### src/logic/cdb_pkg.sv
`default_nettype none

package cdb_pkg;

  // datapath and tag widths
  typedef logic [31:0] data_t;
  typedef logic [4:0]  tag_t;
  typedef logic [3:0]  rob_idx_t;
  typedef logic [4:0]  arch_reg_t;
  typedef logic [1:0]  opcode_t;

  // unit operations
  localparam opcode_t OP_ADD = 2'd0;
  localparam opcode_t OP_SUB = 2'd1;
  localparam opcode_t OP_XOR = 2'd2;
  // low half of the product only
  localparam opcode_t OP_MUL = 2'd3;

  localparam int NUM_UNITS = 4;
  localparam int NUM_LANES = 2;
  localparam int NUM_PREGS = 32;

  // selects one unit slot on a lane
  typedef logic [$clog2(NUM_UNITS)-1:0] unit_idx_t;

  // cycles from issue to done, per unit
  localparam int UNIT_LATENCY [NUM_UNITS] = '{1, 1, 2, 3};

  // true when idx lies in the circular range [rollback_rob, rob_tail]
  // distances wrap modulo 16 through the rob_idx_t width
  function automatic logic in_squash_range(
    input rob_idx_t idx,
    input rob_idx_t rollback_rob,
    input rob_idx_t rob_tail
  );
    rob_idx_t entry_dist;
    rob_idx_t tail_dist;
    entry_dist = idx - rollback_rob;
    tail_dist  = rob_tail - rollback_rob;
    return entry_dist <= tail_dist;
  endfunction

endpackage

`default_nettype wire
### src/logic/exec_unit.sv
`default_nettype none

module exec_unit import cdb_pkg::*; #(
  parameter int LATENCY = 1
) (
  input  wire logic      clock,
  input  wire logic      reset,
  input  wire logic      issue_valid,
  input  wire opcode_t   issue_op,
  input  wire data_t     issue_a,
  input  wire data_t     issue_b,
  input  wire tag_t      issue_tag,
  input  wire rob_idx_t  issue_rob,
  input  wire arch_reg_t issue_dest,
  input  wire logic      rollback_en,
  input  wire rob_idx_t  rollback_rob,
  input  wire rob_idx_t  rob_tail,
  input  wire logic      slot_free,
  output logic           busy,
  output logic           done,
  output data_t          result,
  output tag_t           tag,
  output rob_idx_t       rob,
  output arch_reg_t      dest
);

  // counter wide enough for LATENCY-1, at least one bit
  localparam int CNT_W = (LATENCY > 1) ? $clog2(LATENCY) : 1;

  typedef enum logic [1:0] {
    st_idle,
    st_compute,
    st_hold
  } state_t;

  state_t           state;
  logic [CNT_W-1:0] count;
  opcode_t          op_q;
  data_t            a_q;
  data_t            b_q;
  data_t            alu_out;
  logic             squash;

  // rollback only matters while an instruction is held
  assign squash = rollback_en && (state != st_idle) &&
                  in_squash_range(rob, rollback_rob, rob_tail);

  assign busy = (state != st_idle);
  assign done = (state == st_hold);

  always_comb begin
    case (op_q)
      OP_ADD:  alu_out = a_q + b_q;
      OP_SUB:  alu_out = a_q - b_q;
      OP_XOR:  alu_out = a_q ^ b_q;
      default: alu_out = a_q * b_q;
    endcase
  end

  always_ff @(posedge clock) begin
    if (reset) begin
      state <= st_idle;
      count <= '0;
    end else begin
      case (state)
        st_idle: begin
          if (issue_valid) begin
            state <= st_compute;
            count <= CNT_W'(LATENCY - 1);
          end
        end
        st_compute: begin
          // last count edge moves to hold with the result
          if (count == '0) begin
            state <= st_hold;
          end else begin
            count <= count - 1'b1;
          end
        end
        st_hold: begin
          // result leaves on the edge the slot accepts it
          if (slot_free) begin
            state <= st_idle;
          end
        end
        default: state <= st_idle;
      endcase
      // squash overrides any progress
      if (squash) begin
        state <= st_idle;
      end
    end
  end

  // operand and result registers
  always_ff @(posedge clock) begin
    if (state == st_idle && issue_valid) begin
      op_q <= issue_op;
      a_q  <= issue_a;
      b_q  <= issue_b;
      tag  <= issue_tag;
      rob  <= issue_rob;
      dest <= issue_dest;
    end
    if (state == st_compute && count == '0) begin
      result <= alu_out;
    end
  end

endmodule

`default_nettype wire

### config.mk
export PLATFORM = sky130hd
export DESIGN_NAME = exec_unit
export DESIGN_NICKNAME = d
export VERILOG_FILES = /design/src/logic/cdb_pkg.sv /design/src/logic/exec_unit.sv
export SDC_FILE = /design/constraint.sdc
export NUM_CORES = 1
export LEC_CHECK = 0
export ABC_CLOCK_PERIOD_IN_PS = 9710
export BUFFER_PORTS_ARGS = -buffer_cell sky130_fd_sc_hd__buf_2
export CAP_MARGIN = 15
export CORE_UTILIZATION = 45
export DETAILED_ROUTE_END_ITERATION = 6
export SETUP_SLACK_MARGIN = 0.5
export SLEW_MARGIN = 15
export SYNTH_ARGS = -nofsm -noshare
export SYNTH_HDL_FRONTEND = slang
export SYNTH_SLANG_ARGS = --single-unit
export TNS_END_PERCENT = 100
### constraint.sdc
create_clock -name clock -period 9.71 [get_ports clock]
set_clock_uncertainty 0.1 [all_clocks]
set_input_delay 0.971 -clock clock [delete_from_list [all_inputs] [get_ports clock]]
set_output_delay 0.971 -clock clock [all_outputs]
set_load 0.02 [all_outputs]
==> run metrics <==
cells after synthesis 2333; global route overflow 0; final hold violations 0; area grow syn2layout 8.72%; Hold EP state[0]$_SDFFE_PP0P_; R2R Path End result[29]$_DFFE_PN_; Most Frequent Cell on Critical Path fa_1; Max H-tree Level 4; worst min path class register to register; Max clock buf depth 2; nature of the critical path endpoint register; Critical Path AT 8100 ps; clock latency on the worst-skew pair 440 ps; max-cap viol count 0; Detailed Place HPWL 52.6 mm; Die Area 50900 sq um; Top Layer Used met4; fin crit period 8050 ps; Residual DRC 0; Yosys warning count 0; total number of vias 16700; gp weighted congestion 0.916; initial antenna violation count 3; sequential share of the synthesized area 0.151; setup TNS 0 ps; WL met3 4.41 mm; Max Freq 124 MHz; peak per-stage delay on the critical path 830 ps; vias in the first global route 17900; DIE HEIGHT 226 microns; layout net count 3095; vias per inst 5.42; CP Class register to register; Distinct cells, synth 67; Post-synth EDFFs 112; Final setup viols 0; Data required, critical path 9770 ps; DRC violation total after the first TritonRoute iteration 1234; starting density of the core 0.458; CP max stage cell edfxtp_1; syn avg cell area 9.65 sq um; CP delay by family, top adder cells; Synth Net Count 3017; WP buf/inv 7; Relative slew margins 0.179; Tightest Pin Transition 1230 ps; # resized after CTS 0; Reg2Reg Launch Point a_q[5]$_DFFE_PP_; Worst Hold Launch state[0]$_SDFFE_PP0P_; fraction of registers with async set/reset 0; setup bufs post-CTS 0; Rows 81; WL/cell 21.7 microns; crit share post-route 0.829; core area 49200 sq um; Hold Buf Count CTS 0; RSZ-0062 raised after global routing false; Clock Sinks 114; share of layout cells above drive strength 1 0.0933; Buffers on Ports 140; IO Pins 141; met2 routed WL 31.2 mm; FF-to-FF path depth 26; R2R Setup Slk 1660 ps; Total GRT Usage 0.279; M1 wire length 28.8 mm; CTS Root Cell clkbuf_16; CTS Buf Count 17; Final Max Tran Viols 0; hold path depth 2; Post-Syn Area 22500 sq um; #FFs+latches synth 114; Clk pin slew, worst setup/hold paths 60 ps; Pre-Repair DR Iteration Count 5; largest net degree at the start of global routing 81; critical-path maximum fanout 15; Detail Route Antenna Nets 0; Die Wd 226 microns; status finished, final reports clean; final WL 66.9 mm; crit path launch type register; first-pass GRT wire length 105 mm; CTS tree built; Synth Flop Type edfxtp_1
worst min-delay path: cells and delay by family (launching register included):
family | cells | cell delay, ps
flip-flops | 1 | 340
AND/OR/NAND/NOR | 2 | 210
flip-flops by register name (all words and copies together) (netlist names):
signal,flops
a_q,32
b_q,32
dest,5
op_q,2
result,32
rob,4
state,2
tag,5
metal layers:
metal,vias to the layer above,track usage
met5,-,0
met4,0,0.101
met3,119,0.0356
met2,658,0.452
met1,8582,0.385
li1,7384,-
cell usage after synthesis (6+ instances only):
cell,number,area share
a211oi_1,8,0.0027
a21o_1,24,0.0080
a21oi_1,87,0.019
a31oi_1,8,0.0022
and2_1,296,0.082
and3_1,6,0.0017
clkbuf_1,114,0.019
edfxtp_1,112,0.15
fa_1,411,0.37
ha_1,180,0.10
inv_1,408,0.068
mux2i_1,12,0.0053
nand2_1,244,0.041
nand2b_1,10,0.0028
nand3_1,11,0.0024
nor2_1,55,0.0092
nor2b_1,7,0.0019
nor3_1,15,0.0033
o211ai_1,10,0.0033
o21a_1,14,0.0047
o21ai_0,51,0.011
o21bai_1,9,0.0030
o22ai_1,6,0.0017
xnor2_1,114,0.044
xor2_1,43,0.017
cell usage in the layout (no fill, tap or decap), types with 15 or more instances in the layout:
cell       netlist  layout
edfxtp_1       112     112
xnor2_1        114     114
xor2_1          43      43
o21ai_0         51      51
buf_2            5     140
a21o_1          24      24
ha_1           180     180
nor3_1          15      15
nand2_1        244     244
inv_1          408     408
a21oi_1         87      87
clkbuf_16        0      17
fa_1           411     411
buf_4            0      39
nor2_1          55      54
and2_1         296     296
stage by stage:
stage,instances,utilization,setup slack (ps),instance area (sq um),hold WS (ps)
after floorplan,2333,-,2490,22500,491
after global placement,3055,0.486,1890,23900,467
after detailed placement,3056,0.486,1770,23900,495
after CTS,3087,0.498,1720,24500,502
after global routing,3087,0.498,1300,24500,536
final,3088,0.498,1660,24500,498
logic make-up (layout without fill, tap and decap cells):
| kind of cell | Yosys count | in the layout | share of synthesized area |
|---|---|---|---|
| XOR/XNOR | 158 | 158 | 0.0618 |
| flip-flops | 114 | 114 | 0.151 |
| AO/OA/AOI/OAI | 256 | 256 | 0.0722 |
| other | 0 | 1 | 0 |
| buffers and inverters | 529 | 619 | 0.0888 |
| AND/OR/NAND/NOR | 672 | 672 | 0.155 |
| multiplexers | 13 | 13 | 0.00584 |
| adder cells (fa/ha/maj) | 591 | 591 | 0.466 |
cell type report:
| type | count | area (sq um) |
|---|---|---|
| Clock inverter | 12 | 141 |
| Inverter | 408 | 1530 |
| Fill cell | 4587 | 24700 |
| Clock buffer | 19 | 433 |
| Sequential cell | 114 | 3400 |
| Timing Repair Buffer | 180 | 1010 |
| Antenna cell | 1 | 2.50 |
| Tap cell | 664 | 831 |
| Multi-Input combinational cell | 1690 | 17100 |
how the worst max path moves through the flow:
stage / start / cells after the start / endpoint
2_1_floorplan: a_q[12]$_DFFE_PP_ / 25 / result[29]$_DFFE_PN_
3_3_place_gp: a_q[16]$_DFFE_PP_ / 23 / result[29]$_DFFE_PN_
3_5_place_dp: b_q[2]$_DFFE_PP_ / 23 / result[29]$_DFFE_PN_
4_1_cts: a_q[5]$_DFFE_PP_ / 26 / result[29]$_DFFE_PN_
5_1_grt: a_q[5]$_DFFE_PP_ / 26 / result[29]$_DFFE_PN_
6_report: a_q[5]$_DFFE_PP_ / 26 / result[29]$_DFFE_PN_
Power is not shown: default switching activity piles up to over one toggle a cycle in this logic, so the estimate is an artifact.
