--- src/logic/cdb_pkg.sv ---
`default_nettype none

package cdb_pkg;

  // datapath and tag widths
  typedef logic [31:0] data_t;
  typedef logic [4:0]  tag_t;
  typedef logic [3:0]  rob_idx_t;
  typedef logic [4:0]  arch_reg_t;
  typedef logic [1:0]  opcode_t;

  // unit operations
  localparam opcode_t OP_ADD = 2'd0;
  localparam opcode_t OP_SUB = 2'd1;
  localparam opcode_t OP_XOR = 2'd2;
  // low half of the product only
  localparam opcode_t OP_MUL = 2'd3;

  localparam int NUM_UNITS = 4;
  localparam int NUM_LANES = 2;
  localparam int NUM_PREGS = 32;

  // selects one unit slot on a lane
  typedef logic [$clog2(NUM_UNITS)-1:0] unit_idx_t;

  // cycles from issue to done, per unit
  localparam int UNIT_LATENCY [NUM_UNITS] = '{1, 1, 2, 3};

  // true when idx lies in the circular range [rollback_rob, rob_tail]
  // distances wrap modulo 16 through the rob_idx_t width
  function automatic logic in_squash_range(
    input rob_idx_t idx,
    input rob_idx_t rollback_rob,
    input rob_idx_t rob_tail
  );
    rob_idx_t entry_dist;
    rob_idx_t tail_dist;
    entry_dist = idx - rollback_rob;
    tail_dist  = rob_tail - rollback_rob;
    return entry_dist <= tail_dist;
  endfunction

endpackage

`default_nettype wire
--- src/logic/phys_reg_file.sv ---
`default_nettype none

module phys_reg_file import cdb_pkg::*; (
  input  wire logic                  clock,
  input  wire logic                  reset,
  input  wire logic                  alloc_valid,
  input  wire tag_t                  alloc_tag,
  input  wire logic  [NUM_LANES-1:0] bcast_valid,
  input  wire tag_t  [NUM_LANES-1:0] bcast_tag,
  input  wire data_t [NUM_LANES-1:0] bcast_value,
  input  wire tag_t                  read_tag,
  output data_t                      read_value,
  output logic                       read_ready
);

  data_t                regs [NUM_PREGS];
  logic [NUM_PREGS-1:0] ready;

  // ready bits
  always_ff @(posedge clock) begin
    if (reset) begin
      ready <= '0;
    end else begin
      // new destination waits for its result
      if (alloc_valid) begin
        ready[alloc_tag] <= 1'b0;
      end
      // lane writes come last so they win on a tag clash
      for (int k = 0; k < NUM_LANES; k++) begin
        if (bcast_valid[k]) begin
          ready[bcast_tag[k]] <= 1'b1;
        end
      end
    end
  end

  // values
  always_ff @(posedge clock) begin
    for (int k = 0; k < NUM_LANES; k++) begin
      if (bcast_valid[k]) begin
        regs[bcast_tag[k]] <= bcast_value[k];
      end
    end
  end

  assign read_value = regs[read_tag];
  assign read_ready = ready[read_tag];

endmodule

`default_nettype wire

--- config.mk ---
export PLATFORM = sky130hd
export DESIGN_NAME = phys_reg_file
export DESIGN_NICKNAME = d
export VERILOG_FILES = /design/src/logic/cdb_pkg.sv /design/src/logic/phys_reg_file.sv
export SDC_FILE = /design/constraint.sdc
export NUM_CORES = 1
export LEC_CHECK = 0
export BUFFER_PORTS_ARGS = -buffer_cell sky130_fd_sc_hd__buf_2
export CAP_MARGIN = 15
export CORE_AREA = 2 2 362 364
export CTS_CLUSTER_SIZE = 40
export DETAILED_ROUTE_END_ITERATION = 10
export DIE_AREA = 0 0 364 366
export PLACE_DENSITY = 0.62
export SLEW_MARGIN = 30
export SYNTH_ARGS = -nofsm -noshare
export SYNTH_HDL_FRONTEND = slang
export SYNTH_SLANG_ARGS = --single-unit
--- constraint.sdc ---
create_clock -name clock -period 3.9 [get_ports clock]
set_input_delay 0.975 -clock clock [delete_from_list [all_inputs] [get_ports clock]]
set_output_delay 0.975 -clock clock [all_outputs]
set_load 0.01 [all_outputs]
==> flow_summary.ini, run 1 <==
[finish]
regArea_um2 = 31400
fill_cells = 11400
layout_commonest_cell = edfxtp_1
multi_input_area_um2 = 21100
layout_common_cells = edfxtp_1, mux2_2, mux2i_1, buf_4, a21oi_1
fin_nets = 3903
drive_above_1_share = 0.393
syn_to_final_growth_pct = 13.4
final_area_um2 = 61400

[logic_synthesis]
synthCells = 3788
synthFlopType = edfxtp_1
syn_area_um2 = 54100
synth_warnings = 0
synth_edf_count = 1024
avgSynthCellArea_um2 = 14.3
ys_seq_area_frac = 0.580
synthDistinctLibCells = 33
syn_nets = 3877
ys_ff_latch = 1056
async_reset_ff_frac = 0

[timing]
min_period_ns = 3.87
hold_slack_ns = 0.478
hold_viol = 0
fin_ws_ns = 0.0336
setup_viol = 0
timing.fmax_mhz = 259
period_share = 0.991
tightest_slew_ns = 0.931
maxSlewViolCount = 0
relSlewSlack = 0.380
fin_skew_ns = 0

[floorplanning]
die_w_um = 364
row_count = 132
initial_core_util = 0.420
die_y_um = 366
dieArea_um2 = 133000
boundaryPins = 122
core_area_um2 = 129000

[critical_path]
path_common_cell = buf_2
path_max_fanout = 19
crit_chain = buf_2, nor2b_4, buf_12, buf_4, a22oi_1, a31oi_1, nand3_1, buf_2
cp_data_arrival_time_ns = 2.89
crit_required_ns = 2.92
critPathKind = primary input to primary output
slowest_delay_ns = 0.38
startpoint_type = primary input
end_kind = primary output
cp_slowest_cell = a31oi_1

[drt]
drc = 0
dr.first_iter.drc_count = 4252
wire_per_inst_um = 31.9
dr.pass1.iters = 5
routed_wl_um = 181000
drt.antenna.violating_nets = 0
vias_per_cell = 6.07
vias = 34400

[clocking]
path_clk_slew_ns = 0.06
cts_tree = yes
hold_buffers = 0
cts_made_buffers = 110
root_buffer = clkbuf_16
htree_levels = 3
clk-insertion-delay-late_ns = 0.72
cts_buffer_depth = 3
cts_sinks = 1056

[hold_path]
hold_path.class = flop to flop

[global_routing]
grt_pass1_wl_um = 255000
grt_max_degree = 57
overflow = 0
antenna_found_initial = 40
grtUsageTotal = 0.266
grt_pass1_vias = 34000

[power]
p_per_area_nw_per_um2 = 414
p_int_mw = 19.3
p_leak_nw = 21.7
p_sw_frac = 0.239
peakVddDrop_mv = 0.379
comb_power_share = 0.099
p_sw_mw = 6.07
seqPwrFrac = 0.503
power_frac_clock = 0.397

[run_status]
status = finished, final reports clean

[place]
port-buffer-count = 121
place.gp.congestion = 0.875
dpl-instance-area_um2 = 57800
hpwl_um = 108000
pre_cts_ws_ns = 0.0110

[job]
maxCapViolations = 0
-- state kept, by name, summed over array words and instances, names as in the netlist --
register,cells
regs,1024
ready,32
-- cell families (layout without fill, tap and decap cells) --
| family | after synthesis | after routing | share of synthesized area |
|---|---|---|---|
| flip-flops | 1056 | 1056 | 0.580 |
| AND/OR/NAND/NOR | 354 | 354 | 0.0302 |
| multiplexers | 1552 | 1552 | 0.311 |
| buffers and inverters | 452 | 565 | 0.0341 |
| other | 0 | 19 | 0 |
| AO/OA/AOI/OAI | 374 | 374 | 0.0449 |
-- cell type report --
| type | count | share of cell area |
|---|---|---|
| clock inverter | 59 | 0.00703 |
| tap | 1742 | 0.0355 |
| timing repair buffer | 353 | 0.0536 |
| multi-input combinational | 2280 | 0.344 |
| clock buffer | 140 | 0.0470 |
| sequential | 1056 | 0.511 |
| inverter | 13 | 0.000795 |
| antenna | 19 | 0.000774 |
-- routing by layer --
layer / share of wire / vias to the layer above / routed length (um) / GRT usage
li1: - / 14600 / - / -
met1: 0.40 / 17800 / 72000 / 0.345
met2: 0.48 / 1504 / 86300 / 0.428
met3: 0.078 / 410 / 14000 / 0.0558
met4: 0.045 / 24 / 8060 / 0.119
met5: 0.00083 / - / 150 / 0
-- worst max-delay path, delay by kind of cell --
family / cells / cell delay [ns]
buffers and inverters: 4 / 0.87
AND/OR/NAND/NOR: 2 / 0.53
AO/OA/AOI/OAI: 2 / 0.50
-- Yosys cell counts (2+ instances only) --
cell type | n | share of area
or3_1 | 3 | 0.00035
inv_1 | 13 | 0.00090
a21oi_1 | 125 | 0.012
nand3_1 | 101 | 0.0093
a31oi_1 | 52 | 0.0060
mux2_2 | 968 | 0.20
dfxtp_1 | 32 | 0.012
nor2_1 | 18 | 0.0012
and3_1 | 2 | 0.00023
nand2b_1 | 8 | 0.00092
a22oi_1 | 99 | 0.014
nand2_1 | 158 | 0.011
edfxtp_1 | 1024 | 0.57
buf_2 | 103 | 0.0095
buf_1 | 21 | 0.0015
nor2b_1 | 4 | 0.00046
nor3_1 | 37 | 0.0034
mux2_1 | 56 | 0.012
nor3b_1 | 4 | 0.00055
nand3b_1 | 5 | 0.00069
clkbuf_1 | 312 | 0.022
buf_6 | 3 | 0.00062
or3b_2 | 3 | 0.00049
mux2i_1 | 528 | 0.098
or2_1 | 2 | 0.00023
o21ai_0 | 32 | 0.0030
a22o_1 | 66 | 0.011
and3b_1 | 4 | 0.00065
-- power groups by stage --
stage | registers, mW | clock network, mW | logic, mW
floorplan | 13.0 | 0 | 1.53
global placement | 13.0 | 0 | 2.42
detailed placement | 13.0 | 0 | 2.46
CTS | 12.8 | 10.2 | 2.47
global route | 12.8 | 10.6 | 2.65
finish | 12.8 | 10.1 | 2.52
-- timing repair --
| action | CTS | global route |
|---|---|---|
| gates resized for setup | 0 | 7 |
| setup endpoints to repair | 0 | 6 |
| buffers inserted | 0 | 20 |
-- path summary, 6_finish.rpt --
check	startpoint	to	slack, ns	cells after the start
setup / recovery	read_tag[2]	read_value[15]	0.03	8
hold reg to reg	ready[13]	ready[13]	0.48	2
hold / removal	ready[13]	ready[13]	0.48	2
setup reg to reg	ready[7]	ready[7]	3.20	2
-- metrics by stage --
step / utilization / cells / setup TNS, ns / power, mW
3_3_place_gp: 0.448 / 5424 / -0.0122 / 15.5
3_5_place_dp: 0.448 / 5424 / 0 / 15.5
4_1_cts: 0.474 / 5623 / 0 / 25.4
6_report: 0.476 / 5662 / 0 / 25.4
5_1_grt: 0.476 / 5657 / -0.0363 / 26.1
2_1_floorplan: - / 3788 / 0 / 14.5
Note: power is estimated with default switching activity, not from simulation.
==> run 2, diff against run 1 <==
--- a/config.mk
+++ b/config.mk
@@ -8,9 +8,11 @@
 export BUFFER_PORTS_ARGS = -buffer_cell sky130_fd_sc_hd__buf_2
 export CAP_MARGIN = 15
 export CORE_AREA = 2 2 362 364
+export CTS_BUF_LIST = sky130_fd_sc_hd__clkbuf_4 sky130_fd_sc_hd__clkbuf_8
 export CTS_CLUSTER_SIZE = 40
 export DETAILED_ROUTE_END_ITERATION = 10
 export DIE_AREA = 0 0 364 366
+export MAX_ROUTING_LAYER = met4
 export PLACE_DENSITY = 0.62
 export SLEW_MARGIN = 30
 export SYNTH_ARGS = -nofsm -noshare
==> run 2 against run 1 <==
Count of clock-buffer cells in the layout up 105. Largest power group unchanged. Power down 3.2%. Critical endpoint is now read_value[31]. Routed wire length up 0.53%. Clock skew unchanged. Setup slack better by 0.013 ns. Global-route usage up 1.0 points. Cell area down 0.28%. Maximum frequency up 0.33%. Register-to-register slack about the same. Combinational power about the same. Highest routed layer is now met4. Utilization down 0.13 points. Sequential share of layout area up 0.14 points.
==> flow_summary.ini, run 2 (synthesized netlist as in run 1, its figures left out) <==
[run_status]
status = finished, final reports clean

[drt]
dr.pass1.iters = 6
dr.first_iter.drc_count = 3851
vias_per_cell = 6.02
drt.antenna.violating_nets = 0
drc = 0
routed_wl_um = 181000
vias = 34700
wire_per_inst_um = 31.5

[timing]
fin_skew_ns = 0
hold_viol = 0
period_share = 0.988
timing.fmax_mhz = 259
tightest_slew_ns = 0.956
rsz0062_at_grt = true
maxSlewViolCount = 0
min_period_ns = 3.85
relSlewSlack = 0.363
setup_viol = 0

[finish]
fill_cells = 11500
syn_to_final_growth_pct = 13.1
utilization = 0.475
regArea_um2 = 31400
drive_above_1_share = 0.415
layout_commonest_cell = edfxtp_1
fin_nets = 3966
final_area_um2 = 61200
largest_register_ffs = 1024
finalNonFillerCells = 5756
multi_input_area_um2 = 21100
layout_common_cells = edfxtp_1, mux2_2, mux2i_1, clkbuf_8, buf_4

[critical_path]
path_common_cell = nand3_1
startpoint_type = primary input
crit_required_ns = 2.92
path_max_fanout = 16
cp_slowest_cell = buf_4
rrSetupSlack_ns = 3.21
crit_chain = buf_8, buf_12, buf_4, mux2i_1, a22oi_1, nand3_1, nand3_1, buf_2
slowest_delay_ns = 0.33
cp_data_arrival_time_ns = 2.88
end_kind = primary output
critPathKind = primary input to primary output

[floorplanning]
initial_core_util = 0.420
die_w_um = 364
row_count = 132
dieArea_um2 = 133000
core_area_um2 = 129000
die_y_um = 366
boundaryPins = 122

[clocking]
hold_buffers = 0
htree_levels = 4
clk-insertion-delay-late_ns = 0.87
cts_tree = yes
root_buffer = clkbuf_8
cts_sinks = 1056
cts_made_buffers = 174
path_clk_slew_ns = 0.06
cts_buffer_depth = 3

[place]
hpwl_um = 108000
place.gp.congestion = 0.891
dp.cells = 5424
port-buffer-count = 121
dpl-instance-area_um2 = 57800

[global_routing]
antenna_found_initial = 39
grt_max_degree = 57
overflow = 0
grt_pass1_vias = 34500
grt_pass1_wl_um = 256000
grtUsageTotal = 0.276

[power]
peakVddDrop_mv = 0.346
p_per_area_nw_per_um2 = 402
design_power_total_mw = 24.6
p_leak_nw = 21.8

[job]
maxCapViolations = 0

[hold_path]
hold_path.class = flop to flop
-- run 2: cell count changes in the layout (fill, tap and decap cells not counted), moves of 3 or more --
cell / change
clkbuf_4: +68
clkbuf_1: -29
clkbuf_16: -111
clkinvlp_4: +3
diode_2: +9
bufinv_16: -6
clkinv_1: -5
clkbuf_8: +177
clkinv_2: -9
-- run 2: critical path: cells and delay by family --
family	cells	cell delay [ns]
buffers and inverters	4	0.96
and+or+nand+nor	2	0.46
muxes	1	0.29
AOI/OAI and AO/OA	1	0.15
-- run 2: worst paths after layout --
check | start | endpoint | cells after the start
setup reg to reg | ready[7] | ready[7] | 2
setup / recovery | read_tag[1] | read_value[31] | 8
hold / removal | ready[13] | ready[13] | 2
hold reg to reg | ready[13] | ready[13] | 2
-- run 2: power breakdown --
group	switching, mW	internal, mW
Clock	4.49	4.80
Sequential	0.0649	12.7
Combinational	1.50	1.03
Total	6.05	18.6
-- run 2: metal layers --
metal / vias to the layer above / GRT usage / wire, um
li1: 14800 / - / -
met1: 17800 / 0.345 / 72000
met2: 1656 / 0.436 / 87600
met3: 386 / 0.0540 / 14500
met4: 0 / 0.121 / 7430
met5: - / - / 0
-- run 2: per-stage QoR --
step | hold WS, ns | setup TNS, ns | worst slack [ns]
2_1_floorplan | 0.454 | 0 | 0.583
3_3_place_gp | 0.462 | -0.0122 | -0.0122
5_1_grt | 0.501 | -0.00665 | -0.00665
4_1_cts | 0.473 | 0 | 0.0148
3_5_place_dp | 0.466 | 0 | 0.0110
6_report | 0.476 | 0 | 0.0462
-- run 2: cell type report --
type | count | share of cell area
clock buffers | 245 | 0.0481
flip-flops and latches | 1056 | 0.513
inverters | 13 | 0.000797
multi-input cells | 2280 | 0.345
repair buffers | 352 | 0.0537
well taps | 1742 | 0.0356
clock inverters | 40 | 0.00300
diodes | 28 | 0.00114
-- run 2: repair_timing --
action	in CTS	in global routing
setup endpoints to repair	0	5
resized for setup	0	7
setup buffers	0	19
