===== src/logic/cdb_pkg.sv =====
`default_nettype none

package cdb_pkg;

  // datapath and tag widths
  typedef logic [31:0] data_t;
  typedef logic [4:0]  tag_t;
  typedef logic [3:0]  rob_idx_t;
  typedef logic [4:0]  arch_reg_t;
  typedef logic [1:0]  opcode_t;

  // unit operations
  localparam opcode_t OP_ADD = 2'd0;
  localparam opcode_t OP_SUB = 2'd1;
  localparam opcode_t OP_XOR = 2'd2;
  // low half of the product only
  localparam opcode_t OP_MUL = 2'd3;

  localparam int NUM_UNITS = 4;
  localparam int NUM_LANES = 2;
  localparam int NUM_PREGS = 32;

  // selects one unit slot on a lane
  typedef logic [$clog2(NUM_UNITS)-1:0] unit_idx_t;

  // cycles from issue to done, per unit
  localparam int UNIT_LATENCY [NUM_UNITS] = '{1, 1, 2, 3};

  // true when idx lies in the circular range [rollback_rob, rob_tail]
  // distances wrap modulo 16 through the rob_idx_t width
  function automatic logic in_squash_range(
    input rob_idx_t idx,
    input rob_idx_t rollback_rob,
    input rob_idx_t rob_tail
  );
    rob_idx_t entry_dist;
    rob_idx_t tail_dist;
    entry_dist = idx - rollback_rob;
    tail_dist  = rob_tail - rollback_rob;
    return entry_dist <= tail_dist;
  endfunction

endpackage

`default_nettype wire

===== src/logic/cdb.sv =====
`default_nettype none

module cdb import cdb_pkg::*; (
  input  wire logic                            clock,
  input  wire logic                            reset,
  input  wire logic      [NUM_UNITS-1:0]       unit_done,
  input  wire data_t     [NUM_UNITS-1:0]       unit_result,
  input  wire tag_t      [NUM_UNITS-1:0]       unit_tag,
  input  wire rob_idx_t  [NUM_UNITS-1:0]       unit_rob,
  input  wire arch_reg_t [NUM_UNITS-1:0]       unit_dest,
  input  wire logic                            rollback_en,
  input  wire rob_idx_t                        rollback_rob,
  input  wire rob_idx_t                        rob_tail,
  output logic           [NUM_UNITS-1:0]       slot_free,
  output logic           [NUM_LANES-1:0]       bcast_valid,
  output tag_t           [NUM_LANES-1:0]       bcast_tag,
  output rob_idx_t       [NUM_LANES-1:0]       bcast_rob,
  output arch_reg_t      [NUM_LANES-1:0]       bcast_dest,
  output data_t          [NUM_LANES-1:0]       bcast_value
);

  // slot state, one per unit
  logic      [NUM_UNITS-1:0] slot_taken;
  tag_t      [NUM_UNITS-1:0] slot_tag;
  rob_idx_t  [NUM_UNITS-1:0] slot_rob;
  arch_reg_t [NUM_UNITS-1:0] slot_dest;
  data_t     [NUM_UNITS-1:0] slot_value;

  logic      [NUM_UNITS-1:0] slot_squash;
  logic      [NUM_UNITS-1:0] unit_squash;
  logic      [NUM_UNITS-1:0] sending;
  logic      [NUM_UNITS-1:0] capture;
  unit_idx_t [NUM_LANES-1:0] lane_sel;

  // squash checks on held slots and on results arriving this edge
  always_comb begin
    for (int i = 0; i < NUM_UNITS; i++) begin
      slot_squash[i] = rollback_en && slot_taken[i] &&
                       in_squash_range(slot_rob[i], rollback_rob, rob_tail);
      // a unit squashed on this edge must not slip into its slot
      unit_squash[i] = rollback_en &&
                       in_squash_range(unit_rob[i], rollback_rob, rob_tail);
    end
  end

  // lane k scans units k, k+NUM_LANES, ... lowest index wins
  always_comb begin
    sending = '0;
    for (int k = 0; k < NUM_LANES; k++) begin
      bcast_valid[k] = 1'b0;
      lane_sel[k]    = unit_idx_t'(k);
      for (int j = k; j < NUM_UNITS; j += NUM_LANES) begin
        if (!bcast_valid[k] && slot_taken[j] && !slot_squash[j]) begin
          bcast_valid[k] = 1'b1;
          lane_sel[k]    = unit_idx_t'(j);
          sending[j]     = 1'b1;
        end
      end
    end
  end

  // payload follows the selected slot, bcast_valid qualifies it
  always_comb begin
    for (int k = 0; k < NUM_LANES; k++) begin
      bcast_tag[k]   = slot_tag[lane_sel[k]];
      bcast_rob[k]   = slot_rob[lane_sel[k]];
      bcast_dest[k]  = slot_dest[lane_sel[k]];
      bcast_value[k] = slot_value[lane_sel[k]];
    end
  end

  // free when empty, squashed or draining this cycle
  // lets one slot take a new result every cycle
  always_comb begin
    for (int i = 0; i < NUM_UNITS; i++) begin
      slot_free[i] = !slot_taken[i] || slot_squash[i] || sending[i];
      capture[i]   = slot_free[i] && unit_done[i] && !unit_squash[i];
    end
  end

  always_ff @(posedge clock) begin
    if (reset) begin
      slot_taken <= '0;
    end else begin
      for (int i = 0; i < NUM_UNITS; i++) begin
        if (capture[i]) begin
          slot_taken[i] <= 1'b1;
        end else if (slot_free[i]) begin
          slot_taken[i] <= 1'b0;
        end
      end
    end
  end

  // slot payload
  always_ff @(posedge clock) begin
    for (int i = 0; i < NUM_UNITS; i++) begin
      if (capture[i]) begin
        slot_tag[i]   <= unit_tag[i];
        slot_rob[i]   <= unit_rob[i];
        slot_dest[i]  <= unit_dest[i];
        slot_value[i] <= unit_result[i];
      end
    end
  end

endmodule

`default_nettype wire


===== config.mk =====
export PLATFORM = sky130hd
export DESIGN_NAME = cdb
export DESIGN_NICKNAME = d
export VERILOG_FILES = /design/src/logic/cdb_pkg.sv /design/src/logic/cdb.sv
export SDC_FILE = /design/constraint.sdc
export NUM_CORES = 1
export LEC_CHECK = 0
export BUFFER_PORTS_ARGS = -buffer_cell sky130_fd_sc_hd__clkbuf_2
export CAP_MARGIN = 20
export CELL_PAD_IN_SITES_DETAIL_PLACEMENT = 0
export CELL_PAD_IN_SITES_GLOBAL_PLACEMENT = 2
export CORE_AREA = 5 5 196 198
export CTS_BUF_LIST = sky130_fd_sc_hd__clkbuf_4
export CTS_CLUSTER_SIZE = 25
export DETAILED_ROUTE_END_ITERATION = 16
export DIE_AREA = 0 0 201 203
export PLACE_DENSITY = 0.67
export SYNTH_ARGS = -nofsm -noshare
export SYNTH_HDL_FRONTEND = slang
export SYNTH_SLANG_ARGS = --single-unit

===== constraint.sdc =====
create_clock -name clock -period 5.3 [get_ports clock]
set_clock_uncertainty 0.2 [all_clocks]
set_input_delay 0 -clock clock [delete_from_list [all_inputs] [get_ports clock]]
set_output_delay 0 -clock clock [all_outputs]
set_load 0.02 [all_outputs]

==> results by group, run 1 <==
Outcome
  – Status: did not finish
  – Stage at which the flow ended: clock tree synthesis (4_1_cts)
  – Tool error: [ERROR RSZ-0060] Max buffer count reached.

Synthesis
  – Average size of a mapped cell: 17.6 sq um
  – Total of flip-flops plus latches after synthesis: 188
  – Top post-synthesis cells by area: sky130_fd_sc_hd__edfxtp_1 62%, sky130_fd_sc_hd__mux2_4 13%, sky130_fd_sc_hd__ha_1 7.1%, sky130_fd_sc_hd__xnor2_1 2.5%, sky130_fd_sc_hd__fa_1 2.0%
  – Most used standard cells in the synthesized netlist: 184 x sky130_fd_sc_hd__edfxtp_1, 78 x sky130_fd_sc_hd__mux2_4, 51 x sky130_fd_sc_hd__ha_1
  – Leading area contributor after synthesis: sky130_fd_sc_hd__edfxtp_1
  – Fraction of the yosys area taken by sequential cells: 0.625
  – Cell area after synthesis: 8960 sq um
  – Yosys synthesis warning count: 0
  – Distinct cell type count after synthesis: 35
  – Dominant cell by count in the synthesized netlist: sky130_fd_sc_hd__edfxtp_1
  – Number of enable flip-flop cells after synthesis: 184
  – Area share of the largest cell type after synthesis: 0.617
  – Number of instances in the synthesized netlist: 510
  – FFs w/ async S/R, synth: 0
  – Top_reg_cell synth: sky130_fd_sc_hd__edfxtp_1

Floorplan
  – Starting density of the core: 0.247
  – DIE HEIGHT: 203 microns
  – Row cnt: 70
  – Die width: 201 microns
  – # IOs: 297

Clocking
  – Setup Fix Bufs, Post-CTS: 0
  – Number of clock buffers inserted by TritonCTS: 17
  – Maximum level of the CTS H-tree: 4
  – Hold bufs inserted after CTS: 260
  – Count of cells resized by post-cts repair: 0
  – CTS max path bufs: 2
  – Root buf cell: sky130_fd_sc_hd__clkbuf_4
  – Clk sinks: 188

Placed design
  – Post-detailed-placement half-perimeter wirelength: 17500 microns
  – Placer Congestion: 0.751
  – Cell total after placement: 1266
  – Number of port buffers: 294
==> cell families after synthesis <==
logic type,synth area share
flops,0.625
mux,0.148
fa+ha+maj,0.0958
buf+inv,0.0370
compound gates,0.0322
simple gates,0.0249
xor+xnor,0.0363
other cells,0.000418
==> metrics by stage <==
step / instance area, sq um / hold slack [ps] / setup slack (ps)
floorplan: 8970 / -131 / 346
global placement: 11000 / -22.9 / 1600
detailed placement: 11000 / -21.4 / 1550
==> inputs of run 2 (changes only) <==
==> config.mk (replaced) <==
export PLATFORM = sky130hd
export DESIGN_NAME = cdb
export DESIGN_NICKNAME = d
export VERILOG_FILES = /design/src/logic/cdb_pkg.sv /design/src/logic/cdb.sv
export SDC_FILE = /design/constraint.sdc
export NUM_CORES = 1
export LEC_CHECK = 0
export BUFFER_PORTS_ARGS = -buffer_cell sky130_fd_sc_hd__clkbuf_2
export CAP_MARGIN = 20
export CORE_AREA = 5 5 218 220
export DETAILED_ROUTE_END_ITERATION = 16
export DIE_AREA = 0 0 223 225
export PLACE_DENSITY_LB_ADDON = 0.15
export SYNTH_ARGS = -nofsm -noshare
export SYNTH_HDL_FRONTEND = slang
export SYNTH_SLANG_ARGS = --single-unit
==> results by group, run 2 <==
Global routing
  – Global routing usage summed across all routing layers: 0.104
  – Number of global-route vias before repair: 6624
  – Number of antenna violations at the first check in global routing: 0
  – Pin count of the biggest net entering global routing: 48
  – First-pass GRT wire length: 39400 microns
  – Total gr overflow: 0

Synthesis
  – Yosys synthesis warning count: 0 (unchanged)
  – Dominant cell by count in the synthesized netlist: sky130_fd_sc_hd__edfxtp_1
  – Fraction of the yosys area taken by sequential cells: 0.625 (unchanged)
  – Cell area after synthesis: 8960 sq um (unchanged)
  – Distinct cell type count after synthesis: 35 (unchanged)
  – Total of flip-flops plus latches after synthesis: 188 (unchanged)
  – Leading area contributor after synthesis: sky130_fd_sc_hd__edfxtp_1
  – Number of enable flip-flop cells after synthesis: 184 (unchanged)
  – Most used standard cells in the synthesized netlist: 184 x sky130_fd_sc_hd__edfxtp_1, 78 x sky130_fd_sc_hd__mux2_4, 51 x sky130_fd_sc_hd__ha_1
  – Area share of the largest cell type after synthesis: 0.617 (unchanged)
  – Top_reg_cell synth: sky130_fd_sc_hd__edfxtp_1
  – Average size of a mapped cell: 17.6 sq um (unchanged)
  – Number of instances in the synthesized netlist: 510 (unchanged)
  – FFs w/ async S/R, synth: 0 (unchanged)
  – Top post-synthesis cells by area: sky130_fd_sc_hd__edfxtp_1 62%, sky130_fd_sc_hd__mux2_4 13%, sky130_fd_sc_hd__ha_1 7.1%, sky130_fd_sc_hd__xnor2_1 2.5%, sky130_fd_sc_hd__fa_1 2.0%

STA
  – Transition time at the pin with the least slew margin: 962 ps
  – Max_slew headroom: 0.359
  – Setup-violating endpoint count in the final report: 0
  – Maximum achievable frequency: 252 MHz
  – Worst setup margin: 1330 ps
  – Ratio of final minimum period to clock period: 0.750
  – Total Negative Setup Slacks: 0 ps
  – Setup repair after global routing missed its margin: false
  – Minimum period implied by the final worst setup slack: 3970 ps
  – Final Hold Violating Endpoints: 0
  – Hold_ws: 59.1 ps
  – Final number of max-transition violations: 0

Placed design
  – Cell total after placement: 1396 (+10%)
  – Number of port buffers: 294 (unchanged)
  – Post-detailed-placement half-perimeter wirelength: 18900 microns (+7.9%)
  – Dpl ws: 1460 ps (-90.3 ps)
  – Post-placement cell area: 11100 sq um (+1.3%)
  – Placer Congestion: 0.716 (-4.6%)

Detailed routing
  – Post-DRT Antenna Nets: 0
  – Final WL: 26500 microns
  – Post-DR vias/cell: 3.65
  – DRC violation count after routing: 0
  – DR pass1 iterations: 4
  – Wire length per cell: 16.4 microns
  – DRC marker count from the first detailed-route iteration: 289
  – DR vias: 5906

Clocking
  – Clk sinks: 188 (unchanged)
  – CTS max path bufs: 2 (unchanged)
  – Root buf cell: sky130_fd_sc_hd__clkbuf_16
  – Clock input transition at the sequential cells of the worst setup and hold paths: 70 ps
  – Clock latency of the later-clocked register in the worst-skew pair: 450 ps
  – Clock tree from TritonCTS: done
  – Maximum level of the CTS H-tree: 4 (unchanged)
  – Number of clock buffers inserted by TritonCTS: 17 (unchanged)

Power
  – Ratio of total power to cell area: 373 nW/um^2
  – Maximum vdd ir drop: 221 uV
  – Overall power consumption: 5.07 mW
  – Static leakage power: 5.89 nW

Floorplan
  – Die width: 223 microns (+11%)
  – DIE HEIGHT: 225 microns (+11%)
  – Die area: 50200 sq um
  – # IOs: 297 (unchanged)
  – Row cnt: 78 (+11%)
  – CORE AREA: 45100 sq um
  – Starting density of the core: 0.199 (-0.0478)

Flow run
  – # Max-Cap Violations: 0

Cells and area
  – Biggest registers after layout: slot_value (128), slot_dest (20), slot_tag (20)
  – Commonest cells after routing, fill and taps aside: 294 x sky130_fd_sc_hd__clkbuf_2, 189 x sky130_fd_sc_hd__dlygate4sd3_1, 184 x sky130_fd_sc_hd__edfxtp_1, 78 x sky130_fd_sc_hd__mux2_4, 51 x sky130_fd_sc_hd__ha_1
  – Combined flip-flop and latch cell area: 5610 sq um
  – Layout cell share with drive strength beyond 1: 0.428
  – Diode count: 0
  – Post-route cell area: 13600 sq um
  – Post-Route Utilization: 0.302
  – Register with the most flip-flops: slot_value
  – Final #Nets: 1263
  – Flip-flop count of the largest register, all copies and words added: 128
  – Area taken by multi-input logic gates: 3090 sq um
  – Most common cell after layout, fill and taps aside: sky130_fd_sc_hd__clkbuf_2
  – Finished Layout Cells: 1617
  – Area delta synth->final: 51.8%
  – Count of filler cells inserted in the layout: 4603

Setup path
  – Element type at the critical path end: output pin
  – Startpoint type of the worst setup path: register
  – Data required time at the worst endpoint: 5100 ps
  – Critical Path AT: 3770 ps
  – Crit Path Class: register to output pin
  – Top fanout value on the critical path: 46

Outcome
  – Status: completed

Worst hold path
  – Class of the tightest hold or removal check: input port to register
==> run 2: timing repair <==
item / in CTS / in global routing
hold buffers: 189 / 0
hold endpoints to repair: 193 / 0
buffers inserted: 0 / 0
gates resized for setup: 0 / 0
==> run 2: logic make-up after synthesis <==
group | after synthesis | share of synthesized area
xor+xnor | 35 | 0.0363
compound gates | 40 | 0.0322
simple gates | 39 | 0.0249
flops | 188 | 0.625
fa+ha+maj | 64 | 0.0958
buf+inv | 51 | 0.0370
mux | 92 | 0.148
other cells | 1 | 0.000418
==> run 2: power by group <==
group | internal, mW | total [mW] | switching, mW
Clock | 0.744 | 1.33 | 0.587
Sequential | 1.96 | 2.03 | 0.0775
Combinational | 0.777 | 1.71 | 0.931
Total | 3.48 | 5.07 | 1.60
==> run 2: final timing paths <==
kind | to | start | slack (ps) | depth (start not counted)
worst min register to register | slot_taken[2] | slot_taken[2] | 550 | 3
worst max-delay path | bcast_tag[4] | slot_rob[9] | 1330 | 11
worst min-delay path | slot_value[14] | unit_result[14] | 60 | 2
worst max register to register | slot_value[101] | slot_rob[4] | 1700 | 12
==> run 2: final cells by class <==
| type | count | area share |
|---|---|---|
| Multi-Input combinational cell | 272 | 0.227 |
| Clock buffer | 18 | 0.0316 |
| Sequential cell | 188 | 0.412 |
| Timing Repair Buffer | 490 | 0.252 |
| Inverter | 35 | 0.00966 |
| Clock inverter | 14 | 0.0122 |
| Tap cell | 600 | 0.0552 |
==> run 2: routing by layer <==
metal | part of all wire | vias up | track usage
met2 | 0.54 | 114 | 0.193
met4 | 0.018 | 0 | 0.0374
met1 | 0.41 | 2872 | 0.119
met5 | 0 | - | 0
met3 | 0.031 | 25 | 0.0223
li1 | - | 2895 | -
==> run 2: worst max-delay path: stages (launching register included) <==
cell                       delay, ps
sky130_fd_sc_hd__edfxtp_1        440
sky130_fd_sc_hd__ha_1            300
sky130_fd_sc_hd__a21o_1          150
sky130_fd_sc_hd__a21oi_1         190
sky130_fd_sc_hd__xnor2_1         140
sky130_fd_sc_hd__ha_1            270
sky130_fd_sc_hd__nand3b_1        100
sky130_fd_sc_hd__nand3b_1        100
sky130_fd_sc_hd__o221ai_2        230
sky130_fd_sc_hd__nand2b_4        790
sky130_fd_sc_hd__mux2_2          420
sky130_fd_sc_hd__clkbuf_2        170
Power figures use the tool's default switching activity.
==> inputs of run 3 (changes only) <==
==> constraint.sdc (replaced) <==
create_clock -name clock -period 4.1 [get_ports clock]
set_clock_uncertainty 0.2 [all_clocks]
set_input_delay 0 -clock clock [delete_from_list [all_inputs] [get_ports clock]]
set_output_delay 0 -clock clock [all_outputs]
set_load 0.02 [all_outputs]
==> results by group, run 3 (same netlist as run 2, synthesis figures left out) <==
STA
  – Final Hold Violating Endpoints: 0 (unchanged)
  – Transition time at the pin with the least slew margin: 619 ps (-342 ps)
  – Setup-violating endpoint count in the final report: 0 (unchanged)
  – Ratio of final minimum period to clock period: 0.930
  – Max_slew headroom: 0.584 (+0.225)
  – Total Negative Setup Slacks: 0 ps (unchanged)
  – Final number of max-transition violations: 0 (unchanged)
  – Maximum achievable frequency: 262 MHz
  – Minimum period implied by the final worst setup slack: 3810 ps
  – Setup repair after global routing missed its margin: false

Clocking
  – Clock input transition at the sequential cells of the worst setup and hold paths: 70 ps (about the same)
  – Number of clock buffers inserted by TritonCTS: 17 (unchanged)
  – Clk sinks: 188 (unchanged)
  – Setup Fix Bufs, Post-CTS: 0 (unchanged)
  – Clock latency of the later-clocked register in the worst-skew pair: 450 ps (about the same)
  – Root buf cell: sky130_fd_sc_hd__clkbuf_16
  – Clock tree from TritonCTS: done
  – CTS max path bufs: 2 (unchanged)
  – Maximum level of the CTS H-tree: 4 (unchanged)

Cells and area
  – Register with the most flip-flops: slot_value
  – Commonest cells after routing, fill and taps aside: 294 x sky130_fd_sc_hd__clkbuf_2, 187 x sky130_fd_sc_hd__dlygate4sd3_1, 184 x sky130_fd_sc_hd__edfxtp_1, 78 x sky130_fd_sc_hd__mux2_4, 51 x sky130_fd_sc_hd__ha_1
  – Layout cell share with drive strength beyond 1: 0.434 (+0.00599)
  – Most common cell after layout, fill and taps aside: sky130_fd_sc_hd__clkbuf_2
  – Flip-flop count of the largest register, all copies and words added: 128 (unchanged)
  – Post-route cell area: 13800 sq um (+1.2%)
  – Final #Nets: 1272 (+0.71%)
  – Biggest registers after layout: slot_value (128), slot_dest (20), slot_tag (20)
  – Area delta synth->final: 53.6%

Global routing
  – Number of antenna violations at the first check in global routing: 0 (unchanged)
  – Pin count of the biggest net entering global routing: 48 (unchanged)
  – Global-route track usage on met1: 0.122 (+0.00335)
  – GR Layer Usage met2: 0.194 (+0.00137)
  – First-pass GRT wire length: 40200 microns (+2.2%)
  – Number of global-route vias before repair: 6798 (+2.6%)
  – Global routing usage summed across all routing layers: 0.106 (+0.00198)
  – Met3 layer usage reported by global route: 0.0189 (-0.00339)
  – Busiest grt layer: met2
  – Total gr overflow: 0 (unchanged)

Placed design
  – Number of port buffers: 294 (unchanged)
  – Placer Congestion: 0.715 (-0.13%)
  – Post-detailed-placement half-perimeter wirelength: 19500 microns (+3.2%)
  – Post-placement cell area: 11300 sq um (+1.4%)

Floorplan
  – Die width: 223 microns (unchanged)
  – Die area: 50200 sq um (unchanged)
  – DIE HEIGHT: 225 microns (unchanged)
  – Row cnt: 78 (unchanged)
  – CORE AREA: 45100 sq um (unchanged)
  – # IOs: 297 (unchanged)
  – Starting density of the core: 0.199 (unchanged)

Setup path
  – Crit Path Class: register to output pin
  – Element type at the critical path end: output pin
  – Data required time at the worst endpoint: 3900 ps (-1200 ps)
  – Critical Path AT: 3610 ps (-160 ps)
  – Startpoint type of the worst setup path: register
  – Top fanout value on the critical path: 16 (-65%)

Detailed routing
  – Post-DR vias/cell: 3.70 (+1.4%)
  – DRC violation count after routing: 0 (unchanged)
  – Post-DRT Antenna Nets: 0 (unchanged)
  – Final WL: 26700 microns (+0.83%)
  – Wire length per cell: 16.4 microns (+0.21%)
  – DR pass1 iterations: 4 (unchanged)
  – DRC marker count from the first detailed-route iteration: 250 (-13%)
  – DR vias: 6024 (+2.0%)

Outcome
  – Status: completed

Power
  – Static leakage power: 5.96 nW (+1.1%)
  – Ratio of total power to cell area: 484 nW/um^2 (+30%)
  – Maximum vdd ir drop: 259 uV (+17%)

Flow run
  – # Max-Cap Violations: 0 (unchanged)

Worst hold path
  – Class of the tightest hold or removal check: input port to register
-- run 3: cell count changes in the layout (fill, tap and decap cells not counted), moves of 2 or more --
cell                            before  now
sky130_fd_sc_hd__buf_12              1    7
sky130_fd_sc_hd__buf_4               6   11
sky130_fd_sc_hd__clkinv_2            4    1
sky130_fd_sc_hd__dlygate4sd3_1     189  187
-- run 3: layout make-up --
| cell class | instances | area (sq um) |
|---|---|---|
| Antenna cell | 1 | 2.50 |
| Clock buffer | 18 | 429 |
| Multi-Input combinational cell | 272 | 3080 |
| Clock inverter | 14 | 193 |
| Fill cell | 4626 | 31300 |
| Sequential cell | 188 | 5610 |
| Inverter | 35 | 131 |
| Tap cell | 600 | 751 |
| Timing Repair Buffer | 499 | 3570 |
-- run 3: per-layer routing --
layer  part of all wire  up-vias
met5                  0        -
met4              0.025        0
met3              0.032       31
met1               0.40     2950
met2               0.54      131
li1                   -     2912
-- run 3: worst paths after layout --
check / startpoint / to / slack [ps] / cells past startpoint
worst max-delay path: slot_rob[8] / bcast_rob[3] / 290 / 13
worst min-delay path: unit_done[1] / slot_taken[1] / 20 / 5
worst max register to register: slot_rob[0] / slot_value[71] / 830 / 12
worst min register to register: slot_taken[3] / slot_taken[3] / 420 / 3
-- run 3: timing repair --
action                                  CTS  global route
endpoints found under the hold margin   192             0
resized for setup                         0             0
endpoints found under the setup margin    0             0
hold buffers                            187             0
-- run 3: power breakdown --
| part | switching (mW) | total [mW] | internal, mW |
|---|---|---|---|
| logic | 1.22 | 2.26 | 1.04 |
| registers | 0.0998 | 2.63 | 2.53 |
| clock network | 0.757 | 1.78 | 1.02 |
| total | 2.08 | 6.66 | 4.59 |
-- run 3: through the flow --
| stage | util | total power, mW | hold WS (ps) | std cells | setup slack, ps |
|---|---|---|---|---|---|
| global placement | 0.250 | 4.85 | -23.5 | 1407 | 615 |
| CTS | 0.305 | 6.82 | 10.0 | 1626 | 151 |
| floorplan | - | 4.10 | -131 | 511 | 12.1 |
| global route | 0.305 | 7.04 | 26.5 | 1626 | 3.63 |
| detailed placement | 0.250 | 4.85 | -21.3 | 1407 | 642 |
| finish | 0.305 | 6.66 | 18.6 | 1627 | 288 |
-- run 3: critical path, stage by stage, from the launching register on --
cell                       delay [ps]
sky130_fd_sc_hd__edfxtp_1         360
sky130_fd_sc_hd__inv_1            120
sky130_fd_sc_hd__ha_1             150
sky130_fd_sc_hd__inv_1             60
sky130_fd_sc_hd__fa_1             440
sky130_fd_sc_hd__ha_1             290
sky130_fd_sc_hd__nor2b_1          130
sky130_fd_sc_hd__o21ai_0          140
sky130_fd_sc_hd__nor2_1            70
sky130_fd_sc_hd__o221ai_2         180
sky130_fd_sc_hd__nand2b_4         380
sky130_fd_sc_hd__buf_4            300
sky130_fd_sc_hd__mux2_2           390
sky130_fd_sc_hd__clkbuf_2         170
